--- src/design/gcm_tag_pkg.sv ---
package gcm_tag_pkg;

    // Block width shared by J0 tags, GHASH values and output tags
    localparam int BLOCK_BITS     = 128;

    // Tag queue depth, also the upstream credit pool after reset
    localparam int TAG_FIFO_DEPTH = 4;

    // Count and credit counters must hold 0..TAG_FIFO_DEPTH
    localparam int TAG_CNT_BITS   = 3;

    // Queue read and write pointer width
    localparam int TAG_PTR_BITS   = $clog2(TAG_FIFO_DEPTH);

    typedef logic [BLOCK_BITS-1:0] tag_block_t;

    // Upstream command opcodes
    typedef enum logic [2:0]
    {
        CMD_NOP           = 3'd0,
        CMD_UPDATE_KEY    = 3'd1,
        CMD_HPOW_CALC     = 3'd2,   // Data carries the new J0
        CMD_SOP_PRE       = 3'd3,   // Data carries the normal J0
        CMD_TRIG_SOP_PRE  = 3'd4,
        CMD_KEY_LOAD_DONE = 3'd5,
        CMD_LOCK_NEW      = 3'd6,
        CMD_TAG_FINAL     = 3'd7    // Data carries the GHASH result
    } cmd_op_e;

    // J0 tag lock states
    typedef enum logic [2:0]
    {
        ST_WAIT_KEY_UPDATE      = 3'd0,
        ST_WAIT_TRIG_SOP_FIRST  = 3'd1,
        ST_WAIT_TRIG_SOP_SECOND = 3'd2,
        ST_WAIT_KEY_SWITCH_DONE = 3'd3,
        ST_WAIT_LOCK_TRIGGER    = 3'd4
    } lock_state_e;

endpackage

--- src/design/gcm_cmd_decoder.sv ---
`timescale 1ns/10ps

module gcm_cmd_decoder
(
    input  logic                    i_clock,
    input  logic                    i_reset,
    input  logic                    i_cmd_valid,
    input  gcm_tag_pkg::cmd_op_e    i_cmd_op,
    input  gcm_tag_pkg::tag_block_t i_cmd_data,
    output logic                    o_update_key,
    output logic                    o_hpow_calc,
    output logic                    o_sop_pre,
    output logic                    o_trig_sop_pre,
    output logic                    o_key_load_done,
    output logic                    o_lock_new,
    output logic                    o_tag_final,
    output gcm_tag_pkg::tag_block_t o_data
);

    import gcm_tag_pkg::*;

    // One-hot strobes, live for a single cycle per command
    always_ff @(posedge i_clock)
    begin
        if (i_reset)
        begin
            o_update_key    <= 1'b0;
            o_hpow_calc     <= 1'b0;
            o_sop_pre       <= 1'b0;
            o_trig_sop_pre  <= 1'b0;
            o_key_load_done <= 1'b0;
            o_lock_new      <= 1'b0;
            o_tag_final     <= 1'b0;
        end
        else
        begin
            o_update_key    <= 1'b0;    // Cleared unless a new command lands
            o_hpow_calc     <= 1'b0;
            o_sop_pre       <= 1'b0;
            o_trig_sop_pre  <= 1'b0;
            o_key_load_done <= 1'b0;
            o_lock_new      <= 1'b0;
            o_tag_final     <= 1'b0;
            if (i_cmd_valid)
            begin
                case (i_cmd_op)
                    CMD_UPDATE_KEY:    o_update_key    <= 1'b1;
                    CMD_HPOW_CALC:     o_hpow_calc     <= 1'b1;
                    CMD_SOP_PRE:       o_sop_pre       <= 1'b1;
                    CMD_TRIG_SOP_PRE:  o_trig_sop_pre  <= 1'b1;
                    CMD_KEY_LOAD_DONE: o_key_load_done <= 1'b1;
                    CMD_LOCK_NEW:      o_lock_new      <= 1'b1;
                    CMD_TAG_FINAL:     o_tag_final     <= 1'b1;
                    default:
                    begin
                        // NOP raises nothing
                    end
                endcase
            end
        end
    end

    // Payload follows the strobes into the same cycle
    always_ff @(posedge i_clock)
    begin
        if (i_cmd_valid)
        begin
            o_data <= i_cmd_data;
        end
    end

endmodule

--- src/design/j0_tag_fsm.sv ---
`timescale 1ns/10ps

module j0_tag_fsm
(
    input  logic                    i_clock,
    input  logic                    i_reset,
    input  logic                    i_update_key,
    input  logic                    i_hpow_calc,
    input  logic                    i_sop_pre,
    input  logic                    i_trig_sop_pre,
    input  logic                    i_key_load_done,
    input  logic                    i_lock_new,
    input  gcm_tag_pkg::tag_block_t i_j0_tag,
    output gcm_tag_pkg::tag_block_t o_j0_tag_locked
);

    import gcm_tag_pkg::*;

    lock_state_e state;
    lock_state_e state_next;

    tag_block_t  j0_old_reg;
    tag_block_t  j0_new_reg;
    tag_block_t  j0_normal_reg;
    tag_block_t  j0_old;
    tag_block_t  j0_new;
    tag_block_t  j0_normal;
    tag_block_t  j0_locked;

    // H-power calc shifts new into old, normal J0 comes with each SOP
    always_ff @(posedge i_clock)
    begin
        if (i_reset)
        begin
            j0_old_reg    <= '0;
            j0_new_reg    <= '0;
            j0_normal_reg <= '0;
        end
        else
        begin
            if (i_hpow_calc)
            begin
                j0_old_reg <= j0_new_reg;
                j0_new_reg <= i_j0_tag;
            end
            if (i_sop_pre)
            begin
                j0_normal_reg <= i_j0_tag;
            end
        end
    end

    // Bypass so a tag written this cycle is usable right away
    assign j0_new    = i_hpow_calc ? i_j0_tag   : j0_new_reg;
    assign j0_old    = i_hpow_calc ? j0_new_reg : j0_old_reg;
    assign j0_normal = i_sop_pre   ? i_j0_tag   : j0_normal_reg;

    always_ff @(posedge i_clock)
    begin
        if (i_reset)
        begin
            state <= ST_WAIT_KEY_UPDATE;
        end
        else
        begin
            state <= state_next;
        end
    end

    always_comb
    begin
        state_next = state;
        j0_locked  = j0_normal;
        case (state)
            ST_WAIT_KEY_UPDATE:
            begin
                j0_locked = j0_normal;
            end
            ST_WAIT_TRIG_SOP_FIRST:
            begin
                if (i_trig_sop_pre)
                begin
                    state_next = ST_WAIT_TRIG_SOP_SECOND;
                end
                j0_locked = i_trig_sop_pre ? j0_old : j0_normal;   // First SOP still on old key
            end
            ST_WAIT_TRIG_SOP_SECOND:
            begin
                if (i_trig_sop_pre)
                begin
                    state_next = ST_WAIT_KEY_SWITCH_DONE;
                end
                j0_locked = j0_normal;
            end
            ST_WAIT_KEY_SWITCH_DONE:
            begin
                if (i_key_load_done)
                begin
                    state_next = ST_WAIT_LOCK_TRIGGER;
                end
                j0_locked = i_key_load_done ? j0_new : j0_old;
            end
            ST_WAIT_LOCK_TRIGGER:
            begin
                if (i_lock_new)
                begin
                    state_next = ST_WAIT_KEY_UPDATE;
                end
                j0_locked = j0_new;
            end
            default:
            begin
                state_next = ST_WAIT_KEY_UPDATE;    // Recover from illegal encodings
                j0_locked  = j0_normal;
            end
        endcase
        // Key update restarts the switch from any state
        if (i_update_key)
        begin
            state_next = ST_WAIT_TRIG_SOP_FIRST;
        end
    end

    assign o_j0_tag_locked = j0_locked;

endmodule

--- src/design/gcm_tag_finalizer.sv ---
`timescale 1ns/10ps

module gcm_tag_finalizer
(
    input  logic                    i_clock,
    input  logic                    i_reset,
    input  logic                    i_tag_final,
    input  gcm_tag_pkg::tag_block_t i_ghash,
    input  gcm_tag_pkg::tag_block_t i_j0_tag_locked,
    input  logic                    i_tag_credit,
    output logic                    o_tag_valid,
    output gcm_tag_pkg::tag_block_t o_tag,
    output logic                    o_cmd_credit
);

    import gcm_tag_pkg::*;

    tag_block_t              tag_mem [0:TAG_FIFO_DEPTH-1];
    logic [TAG_PTR_BITS-1:0] wr_ptr;
    logic [TAG_PTR_BITS-1:0] rd_ptr;
    logic [TAG_CNT_BITS-1:0] count;
    logic [TAG_CNT_BITS-1:0] dn_credit;    // Downstream credits on hand
    logic                    push;
    logic                    pop;

    assign push = i_tag_final;     // Upstream credits guarantee room
    assign pop  = (count != '0) && (dn_credit != '0);

    // Masked tag storage
    always_ff @(posedge i_clock)
    begin
        if (push)
        begin
            tag_mem[wr_ptr] <= i_ghash ^ i_j0_tag_locked;
        end
    end

    always_ff @(posedge i_clock)
    begin
        if (i_reset)
        begin
            wr_ptr    <= '0;
            rd_ptr    <= '0;
            count     <= '0;
            dn_credit <= TAG_CNT_BITS'(TAG_FIFO_DEPTH);
        end
        else
        begin
            if (push)
            begin
                wr_ptr <= wr_ptr + 1'b1;    // Depth is a power of two, wraps naturally
            end
            if (pop)
            begin
                rd_ptr <= rd_ptr + 1'b1;
            end
            count     <= count + TAG_CNT_BITS'(push) - TAG_CNT_BITS'(pop);
            dn_credit <= dn_credit + TAG_CNT_BITS'(i_tag_credit) - TAG_CNT_BITS'(pop);
        end
    end

    // Output stage and upstream credit return
    always_ff @(posedge i_clock)
    begin
        if (i_reset)
        begin
            o_tag_valid  <= 1'b0;
            o_cmd_credit <= 1'b0;
        end
        else
        begin
            o_tag_valid  <= pop;
            o_cmd_credit <= pop;    // Slot freed by this pop
        end
    end

    always_ff @(posedge i_clock)
    begin
        if (pop)
        begin
            o_tag <= tag_mem[rd_ptr];
        end
    end

endmodule

--- src/design/gcm_tag_unit.sv ---
`timescale 1ns/10ps

module gcm_tag_unit
(
    input  logic                    i_clock,
    input  logic                    i_reset,
    input  logic                    i_cmd_valid,
    input  gcm_tag_pkg::cmd_op_e    i_cmd_op,
    input  gcm_tag_pkg::tag_block_t i_cmd_data,
    input  logic                    i_tag_credit,
    output logic                    o_cmd_credit,
    output logic                    o_tag_valid,
    output gcm_tag_pkg::tag_block_t o_tag
);

    import gcm_tag_pkg::*;

    logic       d_update_key;
    logic       d_hpow_calc;
    logic       d_sop_pre;
    logic       d_trig_sop_pre;
    logic       d_key_load_done;
    logic       d_lock_new;
    logic       d_tag_final;
    tag_block_t d_data;         // J0 or GHASH, depending on the strobe
    tag_block_t j0_locked;

    gcm_cmd_decoder u_decoder
    (
        .i_clock         (i_clock),
        .i_reset         (i_reset),
        .i_cmd_valid     (i_cmd_valid),
        .i_cmd_op        (i_cmd_op),
        .i_cmd_data      (i_cmd_data),
        .o_update_key    (d_update_key),
        .o_hpow_calc     (d_hpow_calc),
        .o_sop_pre       (d_sop_pre),
        .o_trig_sop_pre  (d_trig_sop_pre),
        .o_key_load_done (d_key_load_done),
        .o_lock_new      (d_lock_new),
        .o_tag_final     (d_tag_final),
        .o_data          (d_data)
    );

    j0_tag_fsm u_j0_fsm
    (
        .i_clock         (i_clock),
        .i_reset         (i_reset),
        .i_update_key    (d_update_key),
        .i_hpow_calc     (d_hpow_calc),
        .i_sop_pre       (d_sop_pre),
        .i_trig_sop_pre  (d_trig_sop_pre),
        .i_key_load_done (d_key_load_done),
        .i_lock_new      (d_lock_new),
        .i_j0_tag        (d_data),
        .o_j0_tag_locked (j0_locked)
    );

    gcm_tag_finalizer u_finalizer
    (
        .i_clock         (i_clock),
        .i_reset         (i_reset),
        .i_tag_final     (d_tag_final),
        .i_ghash         (d_data),
        .i_j0_tag_locked (j0_locked),
        .i_tag_credit    (i_tag_credit),
        .o_tag_valid     (o_tag_valid),
        .o_tag           (o_tag),
        .o_cmd_credit    (o_cmd_credit)
    );

endmodule

--- config.mk ---
export PLATFORM = sky130hd
export DESIGN_NAME = gcm_tag_unit
export DESIGN_NICKNAME = d
export VERILOG_FILES = /design/src/design/gcm_tag_pkg.sv /design/src/design/gcm_cmd_decoder.sv /design/src/design/j0_tag_fsm.sv /design/src/design/gcm_tag_finalizer.sv /design/src/design/gcm_tag_unit.sv
export SDC_FILE = /design/constraint.sdc
export NUM_CORES = 1
export LEC_CHECK = 0
export BUFFER_PORTS_ARGS = -buffer_cell sky130_fd_sc_hd__buf_2
export CAP_MARGIN = 20
export CORE_MARGIN = 2
export CORE_UTILIZATION = 30
export CTS_CLUSTER_DIAMETER = 150
export CTS_CLUSTER_SIZE = 8
export DETAILED_ROUTE_END_ITERATION = 10
export PLACE_DENSITY_LB_ADDON = 0.08
export SLEW_MARGIN = 40
export SYNTH_ARGS = -nofsm -noshare
export SYNTH_HDL_FRONTEND = slang
export SYNTH_SLANG_ARGS = --single-unit
--- constraint.sdc ---
create_clock -name i_clock -period 12.65 [get_ports i_clock]
set_input_delay 1.265 -clock i_clock [delete_from_list [all_inputs] [get_ports i_clock]]
set_output_delay 1.265 -clock i_clock [all_outputs]
set_load 0.01 [all_outputs]
---- After elaboration in Yosys (flattened, before gate mapping) ----
Memories as Yosys holds them, arrays and structs flattened. A register that Yosys moved wholly into a read port is not among the register bits.
Index checks and enable logic that the tools add are counted.
word-level totals
  register bits ........................... 533
  RAM bits ................................ 512
  input bits .............................. 135
  logic and storage cells ................. 77
  memories kept ........................... 1
cells by class
  $add $sub $neg .......................... 6
  equal/unequal tests ..................... 20
  multiplexer cells ....................... 21
  bitwise operators ....................... 3
  reductions and logical operators ........ 8
memories
  memory               words  width  read ports  clocked after Yosys merged registers in  wr ports  line                     text
  u_finalizer.tag_mem  4      128    1           1                                        1         gcm_tag_finalizer.sv:18  tag_block_t tag_mem [0:TAG_FIFO_DEPTH-1];
operator list
  cell                                            number
  2-to-1 mux 128 bit                              5
  case mux 128 bit (3 select lines)               1
  bitwise XOR 128 bit                             1
  == test 3 bit (second input constant)           5
  case mux 3 bit (5 select lines)                 1
  == test 3 x 2 -> 1 bit (second input constant)  4
  2-to-1 mux 3 bit                                4
  inequality test 3 bit (second input constant)   4
  2-to-1 mux 1 bit                                10
  inequality test 2 bit (second input constant)   5
  AND reduction 5 bit                             2
  adder 3 x 1 -> 3 bit                            2
  == test 3 x 1 -> 1 bit (second input constant)  2
  nonzero test 3 bit                              2
  subtractor 3 x 1 -> 3 bit                       2
  adder 2 x 1 -> 2 bit (second input constant)    2
  OR reduction 2 bit                              2
  logical NOT 3 bit                               1
  inverter 1 bit                                  2
  logical AND 1 bit                               1

---- Depth between registers and ports, before layout ----
Gate-level depths: netlist of the first run.
  depth after elaboration ................. 4
  depth in mapped cells ................... 10
  gate-level depth less buffers ........... 10

---- Cells and area by module ----
From an unflattened synthesis of the first run, not the netlist that was laid out.
unflattened totals
  cells, all modules ...................... 2709
  area, all modules ....................... 44874.3 um2
by module, submodules not included
  module             times used  cells each  area an instance (um2)  seq. area each (um2)
  gcm_tag_finalizer  1           985         23999.3                 19438.6
  j0_tag_fsm         1           1577        16831.1                 7747.4
  gcm_cmd_decoder    1           147         4043.9                  3983.8

---- Worst setup path before layout of the first run ----
OpenSTA, ideal clock, no wires.
  path kind ............................... register -> register
  start ................................... register u_finalizer.wr_ptr[0]
  end ..................................... memory u_finalizer.tag_mem[0][0] in the netlist's numbering (enable)
  arrival ................................. 3.480 ns
  required time ........................... 12.148 ns
  slack ................................... 8.668 ns
  cell stages (with the launch flop) ...... 4
  path buffers ............................ 0
  period minus slack after synthesis ...... 3.982 ns
  cell sequence ........................... dfxtp_1 inv_1 ha_1 and2_1
RTL lines
  item                    line                     text
  start, declared         gcm_tag_finalizer.sv:19  logic [TAG_PTR_BITS-1:0] wr_ptr;
  start signal, assigned  gcm_tag_finalizer.sv:51  wr_ptr <= wr_ptr + 1'b1;
  end, declared           gcm_tag_finalizer.sv:18
No word-level cell before the write port.

---- Worst setup path in the final report of the first run ----
  start ................................... register u_decoder.o_trig_sop_pre
  end ..................................... memory u_finalizer.tag_mem[1][76] in the netlist's numbering, data pin
between the ends
  cells in the longest elaborated chain, start to end .. 3
RTL lines
  item                               line                     text
  start, declared                    gcm_cmd_decoder.sv:13    output logic o_trig_sop_pre,
  start signal, assigned             gcm_cmd_decoder.sv:30    o_trig_sop_pre <= 1'b0;
  start signal, assigned             gcm_cmd_decoder.sv:40    o_trig_sop_pre <= 1'b0;
  start signal, assigned             gcm_cmd_decoder.sv:50    CMD_TRIG_SOP_PRE: o_trig_sop_pre <= 1'b1;
  2-to-1 mux 128 bit                 j0_tag_fsm.sv:85         j0_locked = i_trig_sop_pre ? j0_old : j0_normal;
  case mux 128 bit (3 select lines)  j0_tag_fsm.sv:74         case (state)
  bitwise XOR 128 bit                gcm_tag_finalizer.sv:34  tag_mem[wr_ptr] <= i_ghash ^ i_j0_tag_locked;
Every way passes these cells.

==> tab_implementation.tex, run 1 <==
\begin{tabular}{lr}
\hline
Metric & Value \\
\hline
\multicolumn{2}{l}{\textbf{Final layout}} \\
\quad Fraction of final layout cells with drive strength greater than 1 & about 17\% \\
\quad Most common library cell in the layout ignoring fill and taps & sky130\_fd\_sc\_hd\_\_edfxtp\_1 \\
\quad Largest register FFs & 512 \\
\quad Register ranked first by flip-flop count & u\_finalizer.tag\_mem \\
\quad Number of fillers in the final layout & $\sim$16000 \\
\quad Net count, final & 3800 \\
\quad Commonest non-fill, non-tap cells in the layout & sky130\_fd\_sc\_hd\_\_edfxtp\_1 (768), sky130\_fd\_sc\_hd\_\_nor2\_1 (400), sky130\_fd\_sc\_hd\_\_dfxtp\_1 (400) \\
\quad P\&R area growth vs syn & 17.3\% \\
\multicolumn{2}{l}{\textbf{Power}} \\
\quad Power density over cell area & roughly 180 mW/mm2 \\
\quad Total Power & roughly 0.010 W \\
\quad Leakage & 17.9 nW \\
\quad VDD IR-drop max & $\sim$0.13 mV \\
\multicolumn{2}{l}{\textbf{Floorplan}} \\
\quad Die area & 0.165 mm2 \\
\quad Core Box Area & $\sim$0.16 mm2 \\
\quad Die height & between 400 and 500 um \\
\quad Count of boundary I/O pins & 265 \\
\quad Die W & $\sim$410 um \\
\quad Starting Density & a little under a third \\
\quad Standard-cell row count & 147 \\
\multicolumn{2}{l}{\textbf{CTS}} \\
\quad Clock sink count & 1173 \\
\quad TritonCTS clock tree & yes \\
\quad Hold Buf Count CTS & 0 \\
\quad Maximum buffer depth of the clock tree & 3 \\
\quad Clock transition at the register clock pins on the worst setup and hold paths after CTS & roughly 0.05 ns \\
\quad Post-CTS Setup Inserts & 0 \\
\quad Root Driver & sky130\_fd\_sc\_hd\_\_clkbuf\_16 \\
\quad Post-cts repair resize count & 0 \\
\quad Number of buffers inserted during clock tree synthesis & between 150 and 200 \\
\quad Latest clock arrival within the worst-skew pair & around 0.8 ns \\
\quad Max H-tree Level & 4 \\
\multicolumn{2}{l}{\textbf{STA}} \\
\quad Setup TNS & 0 ns \\
\quad Clock period minus worst slack & around 4.2 ns \\
\quad Count of pins over their slew limit & 0 \\
\quad Unrepaired setup endpoints after global routing & no \\
\quad Final WS setup & 8.48 ns \\
\quad Transition time at the pin with the least slew margin & just under 0.9 ns \\
\quad Final setup violation count & 0 \\
\quad Max-slew headroom at the worst pin & approximately two fifths \\
\quad Peak Freq & approximately 0.24 GHz \\
\quad Number of failing hold endpoints at the final stage & 0 \\
\quad Post-route clock period utilization & 33.0\% \\
\quad Max Clock Skew & about 0.047 ns \\
\multicolumn{2}{l}{\textbf{Global routing}} \\
\quad Initial antenna violation count & 11 \\
\quad Wire length of the first global-routing pass & between 150 and 200 mm \\
\quad Largest net degree at the start of global routing & roughly 180 \\
\quad Number of global-route vias before repair & a little over 30000 \\
\quad Total global routing overflow & 0 \\
\quad All-Layer GR Usage & $\sim$16\% \\
\multicolumn{2}{l}{\textbf{Critical path}} \\
\quad Critical path required time & about 13 ns \\
\quad RR Startpoint & u\_decoder.o\_trig\_sop\_pre \\
\quad Crit path launch & u\_decoder.o\_trig\_sop\_pre \\
\quad Critical path capture point type & register \\
\quad Data arrival time of the critical path & $\sim$4.7 ns \\
\quad Startpoint-to-endpoint class of the critical path & register to register \\
\quad Critical Path Source Type & register \\
\quad Crit Path Max Fanout & 80 \\
\multicolumn{2}{l}{\textbf{Yosys}} \\
\quad Yosys cell types & 44 \\
\quad EDFF count, synth & 768 \\
\quad Asr flop ratio synth & 0\% \\
\quad Share of Yosys cell area claimed by the top area cell type & 47.5\% \\
\quad Library cell with the largest summed area after synthesis & sky130\_fd\_sc\_hd\_\_edfxtp\_1 \\
\quad Syn. warnings & 0 \\
\quad Syn Nets & 3615 \\
\quad Post-synthesis sequential area ratio & $\sim$64\% \\
\quad Post-synthesis register bit count & $\sim$1200 \\
\quad Cells after Synth & 3472 \\
\quad Synth Flop Type & sky130\_fd\_sc\_hd\_\_edfxtp\_1 \\
\quad Biggest area contributors in the synthesized netlist & sky130\_fd\_sc\_hd\_\_edfxtp\_1 (47\%), sky130\_fd\_sc\_hd\_\_dfxtp\_1 (17\%), sky130\_fd\_sc\_hd\_\_mux2i\_1 (7.9\%), sky130\_fd\_sc\_hd\_\_mux4\_2 (5.9\%), sky130\_fd\_sc\_hd\_\_nor2\_1 (3.1\%) \\
\quad Average cell area after synthesis & between 10 and 15 um2 \\
\quad Post-synthesis instance area & 0.0486 mm2 \\
\multicolumn{2}{l}{\textbf{Placement}} \\
\quad Half-perimeter wire length of the detailed placement result & about 72 mm \\
\quad Placer congestion estimate & 0.688 \\
\quad Total of buffers placed on input and output ports & $\sim$260 \\
\quad Setup Slack @ Placement & about 8.0 ns \\
\multicolumn{2}{l}{\textbf{Run}} \\
\quad Max-capacitance violation count & 0 \\
\multicolumn{2}{l}{\textbf{Drt}} \\
\quad First-iteration detailed-routing DRC count & around 1800 \\
\quad Number of nets with antenna violations after routing & 0 \\
\quad DR DRC count & 0 \\
\quad Average via count per standard cell & $\sim$5.1 \\
\quad Vias after detailed routing & 30700 \\
\quad Total detailed-routing wirelength & 133 mm \\
\quad Detailed-router iteration count before antenna repair & 6 \\
\quad Per-cell routed wire length & around 22 um \\
\multicolumn{2}{l}{\textbf{Outcome}} \\
\quad Outcome & finished, final reports clean \\
\multicolumn{2}{l}{\textbf{Worst hold path}} \\
\quad Type of the most critical hold path & register to register \\
\quad Hold path start & u\_decoder.o\_update\_key \\
\hline
\end{tabular}
## power by group
part	internal (W)	switching [W]
clock	0.00248	0.00174
sequential	0.00453	0.000189
combinational	0.000535	0.000831
total	0.00755	0.00276
## worst paths after layout
check                                    end  slack (ns)  depth (start not counted)
setup / recovery  u_finalizer.tag_mem[1][76]        8.48                          8
hold / removal             u_j0_fsm.state[1]        0.45                          1
setup reg to reg  u_finalizer.tag_mem[1][76]        8.48                          8
hold reg to reg            u_j0_fsm.state[1]        0.45                          1
## cell usage after synthesis, types with 2 or more instances
cell / instances
sky130_fd_sc_hd__mux4_2: 128
sky130_fd_sc_hd__inv_1: 7
sky130_fd_sc_hd__a211oi_1: 127
sky130_fd_sc_hd__xor2_1: 2
sky130_fd_sc_hd__xnor2_1: 5
sky130_fd_sc_hd__ha_1: 6
sky130_fd_sc_hd__clkbuf_1: 175
sky130_fd_sc_hd__buf_1: 31
sky130_fd_sc_hd__a221oi_2: 10
sky130_fd_sc_hd__o311ai_1: 127
sky130_fd_sc_hd__buf_2: 82
sky130_fd_sc_hd__and2_1: 4
sky130_fd_sc_hd__mux2i_1: 384
sky130_fd_sc_hd__a221oi_1: 117
sky130_fd_sc_hd__fa_1: 2
sky130_fd_sc_hd__nor2b_1: 4
sky130_fd_sc_hd__nand3b_1: 2
sky130_fd_sc_hd__o211ai_1: 127
sky130_fd_sc_hd__nand2_1: 7
sky130_fd_sc_hd__a21oi_1: 258
sky130_fd_sc_hd__nand2b_1: 6
sky130_fd_sc_hd__o21ai_0: 3
sky130_fd_sc_hd__buf_4: 3
sky130_fd_sc_hd__nor3_1: 3
sky130_fd_sc_hd__a2bb2oi_1: 2
sky130_fd_sc_hd__edfxtp_1: 768
sky130_fd_sc_hd__nor2_1: 400
sky130_fd_sc_hd__o21bai_1: 127
sky130_fd_sc_hd__buf_6: 9
sky130_fd_sc_hd__or3b_2: 2
sky130_fd_sc_hd__or4_1: 127
sky130_fd_sc_hd__dfxtp_1: 405
## critical path, cell delays in order, from the launching register on
cell	delay, ns
sky130_fd_sc_hd__dfxtp_4	0.80
sky130_fd_sc_hd__nand2b_1	0.26
sky130_fd_sc_hd__a21oi_4	0.16
sky130_fd_sc_hd__buf_4	0.53
sky130_fd_sc_hd__buf_6	0.58
sky130_fd_sc_hd__buf_6	0.58
sky130_fd_sc_hd__a221oi_1	0.22
sky130_fd_sc_hd__or4_1	0.51
sky130_fd_sc_hd__o211ai_1	0.17
## routing by layer
layer  GRT usage [%]  share of wire [%]  routed length [um]
met4            4.65                2.2                2960
met1            21.3                 45               60500
met3            2.94                4.3                5750
met5               0              0.020                  27
met2            26.6                 48               63900
## layout make-up
cell class	count	area [um2]	area share, %
multi-input cells	1992	16100	28.3
well taps	2160	2700	4.74
inverters	7	38.8	0.0681
clock inverters	13	322	0.564
flip-flops and latches	1173	31200	54.7
repair buffers	319	2000	3.51
clock buffers	290	4620	8.11
diodes	2	5.00	0.00878
## through the flow
| step | hold WS, ns | instance area, um2 | instances | util [%] |
|---|---|---|---|---|
| floorplan | 0.422 | 48600 | 3472 | - |
| global placement | 0.463 | 51800 | 5645 | 32.2 |
| detailed placement | 0.463 | 52000 | 5649 | 32.3 |
| CTS | 0.469 | 56900 | 5952 | 35.4 |
| global route | 0.471 | 57000 | 5954 | 35.5 |
| finish | 0.454 | 57000 | 5956 | 35.5 |
## cells by family after synthesis
| kind of cell | after synthesis | share of synthesized area, % |
|---|---|---|
| adders and majority gates | 8 | 0.237 |
| buffers and inverters | 307 | 2.75 |
| muxes | 512 | 13.8 |
| DFF | 1173 | 64.2 |
| and+or+nand+nor | 564 | 5.52 |
| xor gates and xnor gates | 7 | 0.126 |
| AOI/OAI and AO/OA | 901 | 13.4 |
No activity file was read; power rests on OpenSTA's default activity.
==> run 2, diff against run 1 <==
--- a/config.mk
+++ b/config.mk
@@ -5,6 +5,7 @@
 export SDC_FILE = /design/constraint.sdc
 export NUM_CORES = 1
 export LEC_CHECK = 0
+export ABC_AREA = 1
 export BUFFER_PORTS_ARGS = -buffer_cell sky130_fd_sc_hd__buf_2
 export CAP_MARGIN = 20
 export CORE_MARGIN = 2
==> constraint.sdc (replaced) <==
create_clock -name i_clock -period 3.9 [get_ports i_clock]
set_input_delay 0.39 -clock i_clock [delete_from_list [all_inputs] [get_ports i_clock]]
set_output_delay 0.39 -clock i_clock [all_outputs]
set_load 0.01 [all_outputs]
==> run 2 against run 1 <==
First-iteration DRC count rose by 77%. Combinational power rose to 5.0 times the previous value. Worst hold slack got worse by 0.17 ns. Die area increased by 15%. Design area grew 16%. Critical endpoint is now u_finalizer.tag_mem[3][6]. Final cell count grew 67%. Largest power group unchanged. Sequential share of layout area down 7.7 points. Sequential power grew to 3.3 times the previous value. Routed wire length up 42%. Sequential cell count did not move. Worst setup slack worse by 7.3 ns.
==> tab_implementation.tex, run 2 <==
\begin{tabular}{lr}
\hline
Metric & Value \\
\hline
\multicolumn{2}{l}{\textbf{Critical path}} \\
\quad Crit Path Max Fanout & 46 (-43\%) \\
\quad Critical path required time & 4.41 ns (-8.79 ns) \\
\quad Critical Path Source Type & register \\
\quad R2r worst-path depth & 9 (+1) \\
\quad Critical path capture point type & register \\
\quad Crit path launch & u\_j0\_fsm.state[1] \\
\quad Startpoint-to-endpoint class of the critical path & register to register \\
\quad Endpoint of the worst-slack reg-to-reg timing path & u\_finalizer.tag\_mem[3][6] \\
\quad RR Startpoint & u\_j0\_fsm.state[1] \\
\quad Data arrival time of the critical path & 3.22 ns (-1.51 ns) \\
\quad FF-to-FF setup slack & 1.19 ns (-7.29 ns) \\
\multicolumn{2}{l}{\textbf{Floorplan}} \\
\quad Die area & 0.190 mm2 (+15\%) \\
\quad Starting Density & 30.2\% (about the same) \\
\quad Die height & 436 um (+7.4\%) \\
\quad Core Box Area & 0.186 mm2 (+15\%) \\
\quad Standard-cell row count & 158 (+7.5\%) \\
\quad Count of boundary I/O pins & 265 (unchanged) \\
\quad Die W & 436 um (+7.4\%) \\
\multicolumn{2}{l}{\textbf{CTS}} \\
\quad Clock sink count & 1173 (unchanged) \\
\quad Latest clock arrival within the worst-skew pair & 0.81 ns (about the same) \\
\quad Maximum buffer depth of the clock tree & 3 (unchanged) \\
\quad Clock transition at the register clock pins on the worst setup and hold paths after CTS & 0.05 ns (about the same) \\
\quad Max H-tree Level & 4 (unchanged) \\
\quad TritonCTS clock tree & yes \\
\quad Number of buffers inserted during clock tree synthesis & 164 (unchanged) \\
\quad Root Driver & sky130\_fd\_sc\_hd\_\_clkbuf\_16 \\
\quad Post-cts repair resize count & 0 (unchanged) \\
\multicolumn{2}{l}{\textbf{Yosys}} \\
\quad Post-synthesis register bit count & 1173 (unchanged) \\
\quad Asr flop ratio synth & 0\% (unchanged) \\
\quad Share of Yosys cell area claimed by the top area cell type & 41.1\% (-6.4 points) \\
\quad Post-synth top cells & sky130\_fd\_sc\_hd\_\_nand2\_1 (2449), sky130\_fd\_sc\_hd\_\_nor2\_1 (792), sky130\_fd\_sc\_hd\_\_edfxtp\_1 (768) \\
\quad Adder-cell share of the synthesized area & 0.205\% (-0.032 points) \\
\quad Largest family of logic cells by synthesized area & simple AND/OR/NAND/NOR gates \\
\quad Post-synthesis sequential area ratio & 55.6\% (-8.6 points) \\
\quad Average cell area after synthesis & 7.91 um2 (-43\%) \\
\quad Yosys cell types & 26 (-41\%) \\
\quad Compound-cell area share of the yosys netlist & 7.26\% (-6.1 points) \\
\quad Post-synthesis instance area & 0.0561 mm2 (+15\%) \\
\quad Library cell with the largest summed area after synthesis & sky130\_fd\_sc\_hd\_\_edfxtp\_1 \\
\quad Syn Nets & 7233 (+100\%) \\
\quad Mux cell area share after synthesis & 0\% (-14 points) \\
\quad Syn. warnings & 0 (unchanged) \\
\quad EDFF count, synth & 768 (unchanged) \\
\quad Top-count cell post-synth & sky130\_fd\_sc\_hd\_\_nand2\_1 \\
\quad Xor/xnor cell area share of the yosys netlist & 0.0468\% (-0.079 points) \\
\quad Fraction of the mapped netlist area in simple logic gates & 28.9\% (+23 points) \\
\quad Cells after Synth & 7090 (+100\%) \\
\quad Synth Flop Type & sky130\_fd\_sc\_hd\_\_edfxtp\_1 \\
\quad Biggest area contributors in the synthesized netlist & sky130\_fd\_sc\_hd\_\_edfxtp\_1 (41\%), sky130\_fd\_sc\_hd\_\_nand2\_1 (16\%), sky130\_fd\_sc\_hd\_\_dfxtp\_1 (14\%), sky130\_fd\_sc\_hd\_\_nand3\_1 (5.7\%), sky130\_fd\_sc\_hd\_\_nor2\_1 (5.3\%) \\
\multicolumn{2}{l}{\textbf{Global routing}} \\
\quad Wire length of the first global-routing pass & 283 mm (+42\%) \\
\quad Number of global-route vias before repair & 44900 (+47\%) \\
\quad Largest net degree at the start of global routing & 146 (-18\%) \\
\quad Total global routing overflow & 0 (unchanged) \\
\quad All-Layer GR Usage & 19.5\% (+3.5 points) \\
\quad Initial antenna violation count & 2 (-9) \\
\multicolumn{2}{l}{\textbf{Drt}} \\
\quad Detailed-router iteration count before antenna repair & 5 (-1) \\
\quad Average via count per standard cell & 4.73 (-8.0\%) \\
\quad DR DRC count & 0 (unchanged) \\
\quad Number of nets with antenna violations after routing & 0 (unchanged) \\
\quad First-iteration detailed-routing DRC count & 3113 (+77\%) \\
\quad Per-cell routed wire length & 19.0 um (-15\%) \\
\quad Vias after detailed routing & 47000 (+53\%) \\
\quad Total detailed-routing wirelength & 189 mm (+42\%) \\
\multicolumn{2}{l}{\textbf{STA}} \\
\quad Number of failing hold endpoints at the final stage & 0 (unchanged) \\
\quad Clock period minus worst slack & 2.71 ns (-1.46 ns) \\
\quad Count of pins over their slew limit & 0 (unchanged) \\
\quad Transition time at the pin with the least slew margin & 0.853 ns (-0.0232 ns) \\
\quad Setup TNS & 0 ns (unchanged) \\
\quad Worst hold slack & 0.286 ns (-0.167 ns) \\
\quad Post-route clock period utilization & 69.6\% (+37 points) \\
\quad Max-slew headroom at the worst pin & 43.1\% (+1.5 points) \\
\quad Max Clock Skew & 0.0273 ns (-0.0199 ns) \\
\quad Final setup violation count & 0 (unchanged) \\
\quad Final WS setup & 1.19 ns (-7.29 ns) \\
\quad Peak Freq & 0.368 GHz (+54\%) \\
\quad Unrepaired setup endpoints after global routing & no \\
\multicolumn{2}{l}{\textbf{Final layout}} \\
\quad Net count, final & 7461 (+96\%) \\
\quad Largest register FFs & 512 (unchanged) \\
\quad Register ranked first by flip-flop count & u\_finalizer.tag\_mem \\
\quad P\&R area growth vs syn & 18.1\% \\
\quad Post-route cell area & 0.0663 mm2 (+16\%) \\
\quad Fraction of final layout cells with drive strength greater than 1 & 7.63\% (-9.6 points) \\
\quad Commonest non-fill, non-tap cells in the layout & sky130\_fd\_sc\_hd\_\_nand2\_1 (2446), sky130\_fd\_sc\_hd\_\_nor2\_1 (790), sky130\_fd\_sc\_hd\_\_edfxtp\_1 (768) \\
\quad Most common library cell in the layout ignoring fill and taps & sky130\_fd\_sc\_hd\_\_nand2\_1 \\
\multicolumn{2}{l}{\textbf{Power}} \\
\quad Leakage & 28.3 nW (+58\%) \\
\quad VDD IR-drop max & 0.736 mV (+450\%) \\
\quad Power density over cell area & 539 mW/mm2 (+200\%) \\
\multicolumn{2}{l}{\textbf{Placement}} \\
\quad Setup Slack @ Placement & 1.16 ns (-6.81 ns) \\
\quad Half-perimeter wire length of the detailed placement result & 107 mm (+48\%) \\
\quad Placer congestion estimate & 0.778 (+13\%) \\
\quad Total of buffers placed on input and output ports & 264 (unchanged) \\
\quad Post-Place Cell Area & 0.0601 mm2 (+16\%) \\
\multicolumn{2}{l}{\textbf{Worst hold path}} \\
\quad Hold path start & i\_cmd\_data[30] \\
\quad Terminating pin of the worst hold path & u\_decoder.o\_data[30] \\
\quad Type of the most critical hold path & input pin to register \\
\quad Hold path depth & 2 (+1) \\
\multicolumn{2}{l}{\textbf{Outcome}} \\
\quad Outcome & finished, final reports clean \\
\multicolumn{2}{l}{\textbf{Run}} \\
\quad Max-capacitance violation count & 0 (unchanged) \\
\hline
\end{tabular}
run 2: worst max-delay path: stages (launching register included):
cell	delay (ns)
sky130_fd_sc_hd__dfxtp_1	0.45
sky130_fd_sc_hd__nor2_1	0.13
sky130_fd_sc_hd__nand2_4	0.37
sky130_fd_sc_hd__inv_2	0.10
sky130_fd_sc_hd__nor2_4	0.32
sky130_fd_sc_hd__buf_12	0.32
sky130_fd_sc_hd__buf_4	0.39
sky130_fd_sc_hd__nand2_1	0.10
sky130_fd_sc_hd__nand4_1	0.11
sky130_fd_sc_hd__nand2_1	0.12
run 2: report_power, final:
group	internal (W)	leakage (nW)	total (W)	switching, W
Sequential	0.0149	10.4	0.0154	0.000527
Clock	0.00799	2.27	0.0135	0.00554
Combinational	0.00191	15.7	0.00681	0.00490
run 2: how the worst max path moves through the flow:
stage                            endpoint  slack, ns
3_3_place_gp   u_finalizer.tag_mem[0][14]       1.18
4_1_cts        u_finalizer.tag_mem[0][91]       1.14
6_report        u_finalizer.tag_mem[3][6]       1.19
3_5_place_dp   u_finalizer.tag_mem[3][91]       1.16
5_1_grt        u_finalizer.tag_mem[3][10]       0.96
2_1_floorplan        u_finalizer.count[2]       0.26
run 2: repair_timing:
item                                   CTS  global route
hold buffers                           137             0
endpoints found under the hold margin  202             0
buffers inserted                         0             0
run 2: area by class of cell:
| class | instances | area [um2] |
|---|---|---|
| well taps | 2480 | 3100 |
| fillers | 19000 | 119000 |
| clock buffers | 291 | 4640 |
| multi-input cells | 4808 | 20500 |
| clock inverters | 11 | 138 |
| repair buffers | 499 | 4110 |
| flip-flops and latches | 1173 | 31200 |
| diodes | 1 | 2.50 |
| inverters | 672 | 2590 |
run 2: logic make-up after synthesis:
kind of cell,after synthesis
xor+xnor,3
buf+inv,1109
simple gates,4017
compound gates,780
fa+ha+maj,8
flops,1173
run 2: stage by stage:
step,power (W),utilization [%],cells
finish,0.0357,35.7,9935
global route,0.0375,35.7,9934
CTS,0.0365,35.7,9933
detailed placement,0.0226,32.4,9494
global placement,0.0226,32.3,9490
floorplan,0.0191,-,7090
run 2: metal layers:
layer | vias up | global-route usage [%] | share of wire [%]
met5 | - | 0 | 0
met4 | 0 | 5.68 | 2.5
met3 | 270 | 2.51 | 3.5
met2 | 888 | 34.8 | 50
met1 | 22400 | 24.5 | 44
li1 | 23500 | - | -
